## src/verilog/fetch_pkg.sv

```systemverilog
package fetch_pkg;

   typedef logic [31:0] addr_t;      // byte address, also the pc.
   typedef logic [31:0] instr_t;
   typedef logic [4:0]  reg_addr_t;
   typedef logic [4:0]  bit_cnt_t;   // serial bit index.

   typedef enum logic [1:0] {
      ST_FETCH,
      ST_RUN,
      ST_WRITE
   } ctrl_state_t;

   // program start, fetched right after reset.
   localparam addr_t DEF_RESET_PC = 32'd8;

   localparam logic [6:0] OPC_JAL   = 7'b1101111;
   localparam logic [6:0] OPC_LUI   = 7'b0110111;
   localparam logic [6:0] OPC_AUIPC = 7'b0010111;

endpackage
```

## src/verilog/serial_fetch.sv

```systemverilog
`timescale 1ns/10ps

module serial_fetch import fetch_pkg::*; #(
   parameter addr_t RESET_PC = DEF_RESET_PC
) (
   input  logic      clk,
   input  logic      i_rst,
   output addr_t     o_ibus_adr,
   output logic      o_ibus_cyc,
   input  logic      i_ibus_ack,
   input  instr_t    i_ibus_rdt,
   output logic      o_rd_wen,
   output reg_addr_t o_rd_addr,
   output addr_t     o_rd_data
);

   logic      pc_en;
   bit_cnt_t  cnt;
   logic      run_done;
   logic      imm;
   logic      jump;
   logic      utype;
   logic      pc_rel;
   logic      rd_link;
   logic      rd_en;
   reg_addr_t rd_addr;
   logic      rd_bit;

   fetch_ctrl u_fetch_ctrl (
      .clk        (clk),
      .i_rst      (i_rst),
      .i_ibus_cyc (o_ibus_cyc),
      .i_ibus_ack (i_ibus_ack),
      .o_pc_en    (pc_en),
      .o_cnt      (cnt),
      .o_run_done (run_done)
   );

   pc_ctrl #(
      .RESET_PC (RESET_PC)
   ) u_pc_ctrl (
      .clk        (clk),
      .i_rst      (i_rst),
      .i_pc_en    (pc_en),
      .i_cnt      (cnt),
      .i_jump     (jump),
      .i_utype    (utype),
      .i_pc_rel   (pc_rel),
      .i_rd_link  (rd_link),
      .i_imm      (imm),
      .i_ibus_ack (i_ibus_ack),
      .o_rd       (rd_bit),
      .o_ibus_adr (o_ibus_adr),
      .o_ibus_cyc (o_ibus_cyc)
   );

   instr_decoder u_instr_decoder (
      .clk        (clk),
      .i_rst      (i_rst),
      .i_ibus_ack (i_ibus_ack),
      .i_ibus_rdt (i_ibus_rdt),
      .i_pc_en    (pc_en),
      .o_imm      (imm),
      .o_jump     (jump),
      .o_utype    (utype),
      .o_pc_rel   (pc_rel),
      .o_rd_link  (rd_link),
      .o_rd_en    (rd_en),
      .o_rd_addr  (rd_addr)
   );

   rd_deser u_rd_deser (
      .clk        (clk),
      .i_rst      (i_rst),
      .i_pc_en    (pc_en),
      .i_rd       (rd_bit),
      .i_run_done (run_done),
      .i_rd_en    (rd_en),
      .i_rd_addr  (rd_addr),
      .o_rd_wen   (o_rd_wen),
      .o_rd_addr  (o_rd_addr),
      .o_rd_data  (o_rd_data)
   );

endmodule

```

## src/verilog/rd_deser.sv

```systemverilog
`timescale 1ns/10ps

module rd_deser import fetch_pkg::*; (
   input  logic      clk,
   input  logic      i_rst,
   input  logic      i_pc_en,
   input  logic      i_rd,
   input  logic      i_run_done,
   input  logic      i_rd_en,
   input  reg_addr_t i_rd_addr,
   output logic      o_rd_wen,
   output reg_addr_t o_rd_addr,
   output addr_t     o_rd_data
);

   addr_t data_r;

   always_ff @(posedge clk) begin
      if (i_rst) begin
         data_r <= '0;
      end else if (i_pc_en) begin
         data_r <= {i_rd, data_r[31:1]};  // lsb arrives first.
      end
   end

   assign o_rd_wen  = i_run_done & i_rd_en;
   assign o_rd_addr = i_rd_addr;
   assign o_rd_data = data_r;

endmodule

```

## src/verilog/instr_decoder.sv

```systemverilog
`timescale 1ns/10ps

module instr_decoder import fetch_pkg::*; (
   input  logic      clk,
   input  logic      i_rst,
   input  logic      i_ibus_ack,
   input  instr_t    i_ibus_rdt,
   input  logic      i_pc_en,
   output logic      o_imm,
   output logic      o_jump,
   output logic      o_utype,
   output logic      o_pc_rel,
   output logic      o_rd_link,
   output logic      o_rd_en,
   output reg_addr_t o_rd_addr
);

   logic      is_jal;
   logic      is_lui;
   logic      is_auipc;
   reg_addr_t rd;
   addr_t     imm;
   addr_t     imm_r;

   assign is_jal   = (i_ibus_rdt[6:0] == OPC_JAL);
   assign is_lui   = (i_ibus_rdt[6:0] == OPC_LUI);
   assign is_auipc = (i_ibus_rdt[6:0] == OPC_AUIPC);
   assign rd       = i_ibus_rdt[11:7];

   always_comb begin
      if (is_jal) begin
         imm = {{12{i_ibus_rdt[31]}}, i_ibus_rdt[19:12], i_ibus_rdt[20],
                i_ibus_rdt[30:21], 1'b0};
      end else begin
         imm = {i_ibus_rdt[31:12], 12'd0};  // u-type, unused for no-ops.
      end
   end

   always_ff @(posedge clk) begin
      if (i_ibus_ack) begin
         imm_r     <= imm;
         o_rd_addr <= rd;
      end else if (i_pc_en) begin
         imm_r <= {1'b0, imm_r[31:1]};  // next bit to the lsb.
      end
   end

   always_ff @(posedge clk) begin
      if (i_rst) begin
         o_jump    <= 1'b0;
         o_utype   <= 1'b0;
         o_pc_rel  <= 1'b0;
         o_rd_link <= 1'b0;
         o_rd_en   <= 1'b0;
      end else if (i_ibus_ack) begin
         o_jump    <= is_jal;
         o_utype   <= is_lui | is_auipc;
         o_pc_rel  <= is_jal | is_auipc;
         o_rd_link <= is_jal;
         o_rd_en   <= (is_jal | is_lui | is_auipc) & (rd != 5'd0);
      end
   end

   assign o_imm = imm_r[0];

endmodule

```

## src/verilog/fetch_ctrl.sv

```systemverilog
`timescale 1ns/10ps

module fetch_ctrl import fetch_pkg::*; (
   input  logic     clk,
   input  logic     i_rst,
   input  logic     i_ibus_cyc,
   input  logic     i_ibus_ack,
   output logic     o_pc_en,
   output bit_cnt_t o_cnt,
   output logic     o_run_done
);

   ctrl_state_t state_r;
   bit_cnt_t    cnt_r;

   always_ff @(posedge clk) begin
      if (i_rst) begin
         state_r <= ST_FETCH;
         cnt_r   <= '0;
      end else begin
         case (state_r)
            ST_FETCH: begin
               cnt_r <= '0;
               if (i_ibus_cyc & i_ibus_ack) begin
                  state_r <= ST_RUN;  // word latched this cycle.
               end
            end
            ST_RUN: begin
               cnt_r <= cnt_r + 5'd1;
               if (cnt_r == 5'd31) begin
                  state_r <= ST_WRITE;
               end
            end
            ST_WRITE: begin
               state_r <= ST_FETCH;
            end
            default: begin
               state_r <= ST_FETCH;
            end
         endcase
      end
   end

   assign o_pc_en    = (state_r == ST_RUN);
   assign o_cnt      = cnt_r;
   assign o_run_done = (state_r == ST_WRITE);

endmodule

```

## src/verilog/pc_ctrl.sv

```systemverilog
`timescale 1ns/10ps

module pc_ctrl import fetch_pkg::*; #(
   parameter addr_t RESET_PC = DEF_RESET_PC
) (
   input  logic     clk,
   input  logic     i_rst,
   input  logic     i_pc_en,
   input  bit_cnt_t i_cnt,
   input  logic     i_jump,
   input  logic     i_utype,
   input  logic     i_pc_rel,
   input  logic     i_rd_link,
   input  logic     i_imm,
   input  logic     i_ibus_ack,
   output logic     o_rd,
   output addr_t    o_ibus_adr,
   output logic     o_ibus_cyc
);

   logic        pc;
   logic [30:0] pc_par;
   logic        new_pc;
   logic        en_pc_r;
   logic        plus_4;
   logic [1:0]  sum_4;
   logic [1:0]  sum_off;
   logic        cy_4_r;
   logic        cy_off_r;
   logic        offset_a;
   logic        pc_plus_off;

   shift_reg #(
      .LEN  (32),
      .INIT (RESET_PC)
   ) pc_reg (
      .clk   (clk),
      .i_rst (i_rst),
      .i_en  (i_pc_en),
      .i_d   (new_pc),
      .o_q   (pc),
      .o_par (pc_par)
   );

   assign plus_4   = i_pc_en & (i_cnt == 5'd2);  // +4 enters at bit 2.
   assign sum_4    = {1'b0, pc} + {1'b0, plus_4} + {1'b0, cy_4_r};

   assign offset_a = i_pc_rel & pc;
   assign sum_off  = {1'b0, offset_a} + {1'b0, i_imm} + {1'b0, cy_off_r};

   // en_pc_r is still low in the first bit of a run, forcing bit 0 to zero.
   assign pc_plus_off = sum_off[0] & en_pc_r;

   assign new_pc = i_jump ? pc_plus_off : sum_4[0];
   assign o_rd   = (i_utype & pc_plus_off) | (i_rd_link & sum_4[0]);

   assign o_ibus_adr = {pc_par, pc};  // full pc, kept aligned by the mask.
   assign o_ibus_cyc = en_pc_r & ~i_pc_en;

   always_ff @(posedge clk) begin
      if (i_rst) begin
         en_pc_r  <= 1'b1;
         cy_4_r   <= 1'b0;
         cy_off_r <= 1'b0;
      end else begin
         cy_4_r   <= i_pc_en & sum_4[1];
         cy_off_r <= i_pc_en & sum_off[1];
         if (i_pc_en) begin
            en_pc_r <= 1'b1;
         end else if (o_ibus_cyc & i_ibus_ack) begin
            en_pc_r <= 1'b0;  // cycle ends, run starts next.
         end
      end
   end

endmodule

```

## src/verilog/shift_reg.sv

```systemverilog
`timescale 1ns/10ps

module shift_reg #(
   parameter int             LEN  = 32,
   parameter logic [LEN-1:0] INIT = '0
) (
   input  logic           clk,
   input  logic           i_rst,
   input  logic           i_en,
   input  logic           i_d,
   output logic           o_q,
   output logic [LEN-2:0] o_par
);

   logic [LEN-1:0] data_r;

   always_ff @(posedge clk) begin
      if (i_rst) begin
         data_r <= INIT;
      end else if (i_en) begin
         data_r <= {i_d, data_r[LEN-1:1]};  // new bit at the top, lsb leaves.
      end
   end

   assign o_q   = data_r[0];
   assign o_par = data_r[LEN-1:1];

endmodule

```

## config.mk

```make
export PLATFORM = sky130hd
export DESIGN_NAME = serial_fetch
export DESIGN_NICKNAME = d
export VERILOG_FILES = /design/src/verilog/fetch_pkg.sv /design/src/verilog/serial_fetch.sv /design/src/verilog/rd_deser.sv /design/src/verilog/instr_decoder.sv /design/src/verilog/fetch_ctrl.sv /design/src/verilog/pc_ctrl.sv /design/src/verilog/shift_reg.sv
export SDC_FILE = /design/constraint.sdc
export NUM_CORES = 1
export LEC_CHECK = 0
export CORE_MARGIN = 2
export CORE_UTILIZATION = 60
export DETAILED_ROUTE_END_ITERATION = 8
export DONT_BUFFER_PORTS = 1
export PLACE_DENSITY = 0.76
export RECOVER_POWER = 100
export SETUP_SLACK_MARGIN = 0.05
export SLEW_MARGIN = 5
export SYNTH_ARGS = -nofsm -noshare
export SYNTH_HDL_FRONTEND = slang
export SYNTH_SLANG_ARGS = --single-unit
```

## constraint.sdc

```tcl
create_clock -name clk -period 2.7 [get_ports clk]
set_input_delay 0.135 -clock clk [delete_from_list [all_inputs] [get_ports clk]]
set_output_delay 0.135 -clock clk [all_outputs]
set_load 0.01 [all_outputs]
```

==> key figures <==
Detailed routing
  • Vias/cell: about 5.6
  • Initial drt markers: between 150 and 200
  • Remaining DRCs: 0
  • Routed Antenna Nets: 0
  • Via count: 3417
  • Initial DRT Pass Iterations: 5
  • WL/cell: roughly 16 µm
  • Routed WL: approximately 9600 µm

Global routing
  • GRT Overall Usage: 0.241
  • Met1 Resource Use GR: 0.303
  • Grt total ovfl: 0
  • Grt met2 use: 0.381
  • First-pass GRT wire length: about 16000 µm
  • Antenna violations before repair: 0
  • Largest net degree at the start of global routing: 81
  • Vias in the first global route: approximately 3300
  • Gr busiest metal: met2
  • GR Util met3: 0.0751

Min path
  • Hold crit path type: in -> reg
  • Hold Path Cell Cnt: 3

Worst setup path
  • Setup crit start kind: flop
  • Worst r2r path cells: 5
  • Worst Path Arrival: roughly 2.6 ns
  • CP Max Fanout: 48
  • Crit path required time: 3.15 ns
  • Crit Path Category: reg -> reg
  • Setup crit end kind: flop

Clock tree
  • Clock tree from TritonCTS: done
  • Hold buffers post-CTS: 34
  • CTS clk-pin slew, worst paths: around 0.060 ns
  • Max clock buf depth: 2
  • CTS Root Cell: clkbuf_8
  • Clock sink count: roughly 120
  • Htree depth: 4
  • Clk_lat worst skew: between 0.5 and 0.6 ns
  • TritonCTS Buffers: 17
  • Post-CTS Repair Setup Buffers: 0
  • Post_cts resized: 0

Logic synthesis
  • Flops & latches, synth: around 120
  • Ys Warns: 0
  • Post-Syn Area: 0.00452 mm²
  • Mapped Cells: 480
  • Distinct cells, synth: 36
  • Post-Syn Nets: 520
  • Seq/Total Area, Yosys: 0.591
  • Syn avg cell area: between 9 and 10 µm²

Floorplan
  • Die Y: roughly 90 µm
  • DIE AREA: between 0.008 and 0.009 mm²
  • Chip Width: approximately 90 µm
  • Core Region: around 0.0073 mm²
  • FP Rows: 31
  • Initial core utilization: 0.620
  • Num ports: around 110

Placement
  • Detailed placement HPWL: around 5500 µm
  • GP Congestion: approximately 0.78
  • Port Buffers: 0
  • Area after DPL: 0.00449 mm²

Cells and area
  • Fin nets: roughly 540
  • Most frequent cells in the layout: nand2_1, dfxtp_1, a21oi_1
  • Design area: between 0.005 and 0.006 mm²
  • Commonest non-fill, non-tap cell in the layout: nand2_1
  • ANT cells: 0
  • Post-layout util: 0.747
  • Proportion of layout cells with a drive suffix above 1: 0.0875
  • # fillers: 537
  • Area grow syn2layout: 20.5%

STA
  • Post-route clock period utilization: 0.804
  • FMAX: 0.461 GHz
  • Fin crit period: 2.17 ns
  • TNS Setup: 0 ns
  • Max Slew Vio Count: 0
  • Clock skew: roughly 0.0056 ns
  • Worst Max-Slew Pin Slew: 0.859 ns
  • Worst slew margin: 0.425
  • Final setup fails: 0
  • Final Hold Fails: 0
  • RSZ-0062 raised after global routing: no

Pwr
  • Worst vdd ir: 0.472 mV
  • Pwr per Cell Area: approximately 790 mW/mm²
  • Overall power: around 4300 µW
  • Leakage: between 0.0015 and 0.002 µW

Job
  • Max-Cap Viols: 0

Status
  • Outcome: finished clean
-- cell families (layout without fill, tap and decap cells) --
| family | after synthesis | in the layout | synth area share |
|---|---|---|---|
| AND/OR/NAND/NOR | 197 | 197 | 0.182 |
| AO/OA/AOI/OAI | 109 | 109 | 0.134 |
| flip-flops | 115 | 115 | 0.591 |
| buffers and inverters | 43 | 77 | 0.0484 |
| adder cells (fa/ha/maj) | 5 | 5 | 0.0172 |
| multiplexers | 11 | 11 | 0.0269 |
-- final timing paths --
check	slack, ns	end	startpoint
setup / recovery	0.53	u_rd_deser.o_rd_data[15]	u_fetch_ctrl.state_r[1]
hold / removal	0.04	u_instr_decoder.o_jump	i_ibus_rdt[2]
setup reg to reg	0.53	u_rd_deser.o_rd_data[15]	u_fetch_ctrl.state_r[1]
hold reg to reg	0.49	u_instr_decoder.o_utype	u_instr_decoder.o_utype
-- area by class of cell --
| class | instances | area (µm²) | share of cell area |
|---|---|---|---|
| sequential | 115 | 2670 | 0.491 |
| multi-input combinational | 322 | 1620 | 0.298 |
| clock buffer | 21 | 470 | 0.0864 |
| timing repair buffer | 37 | 400 | 0.0735 |
| clock inverter | 11 | 124 | 0.0228 |
| tap | 99 | 124 | 0.0228 |
| inverter | 8 | 30.0 | 0.00552 |
-- metrics by stage --
stage          instances  worst slack (ns)  hold WS [ns]
6_report             613             0.530        0.0400
5_1_grt              613             0.368        0.0860
3_3_place_gp         547             0.832         0.210
4_1_cts              613             0.468        0.0233
3_5_place_dp         547             0.808         0.213
2_1_floorplan        480             0.826         0.234
-- where the power goes --
group	switching [µW]	total, µW	internal (µW)
sequential	36.8	1900	1860
combinational	146	234	88.5
clock	769	2190	1420
-- Yosys cell counts, drive strengths merged --
library cell	instances	area (µm²)
buf	24	148
fa	2	40.0
o21ai	14	70.1
nand2b	3	18.8
and3	2	12.5
clkbuf	11	41.3
mux2i	2	20.0
dfxtp	78	1560
nor2b	5	38.8
ha	3	37.5
nand4b	1	8.76
inv	8	30.0
a21oi	77	385
nor3b	3	22.5
nand3b	1	7.51
o32ai	2	17.5
o22ai	1	6.26
a211oi	1	7.51
and2	2	12.5
nor2	19	71.3
edfxtp	37	1110
nor3	5	25.0
nand2	149	559
nand3	4	20.0
mux2	9	101
and4b	1	10.0
a221oi	1	8.76
or4	1	7.51
nor4b	1	8.76
o2bb2ai	11	96.3
a22oi	1	7.51
a31oi	1	6.26
-- sequential cells by signal, summed over array words and instances, names as in the netlist --
name and cells:
u_instr_decoder.o_jump 1, u_instr_decoder.o_pc_rel 1, u_pc_ctrl.cy_4_r 1, u_rd_deser.o_rd_data 32
u_fetch_ctrl.o_cnt 5, u_instr_decoder.o_utype 1, u_pc_ctrl.pc_reg.data_r 32, u_instr_decoder.imm_r 32
u_pc_ctrl.cy_off_r 1, u_instr_decoder.o_rd_addr 5, u_instr_decoder.o_rd_en 1, u_fetch_ctrl.state_r 2
u_pc_ctrl.en_pc_r 1
-- routing by layer --
layer  vias to the layer above  share of wire
met5                         -              0
met4                         0          0.018
li1                       1673              -
met1                      1616           0.43
met3                        19          0.062
met2                       109           0.49
-- critical path: stages (launching register included) --
cell and delay [ns]:
dfxtp_1 0.52, nand2b_2 0.54, buf_12 0.30, nand2_1 0.08
a21oi_1 0.13, dlygate4sd3_1 0.54
Power figures use the tool's default switching activity.
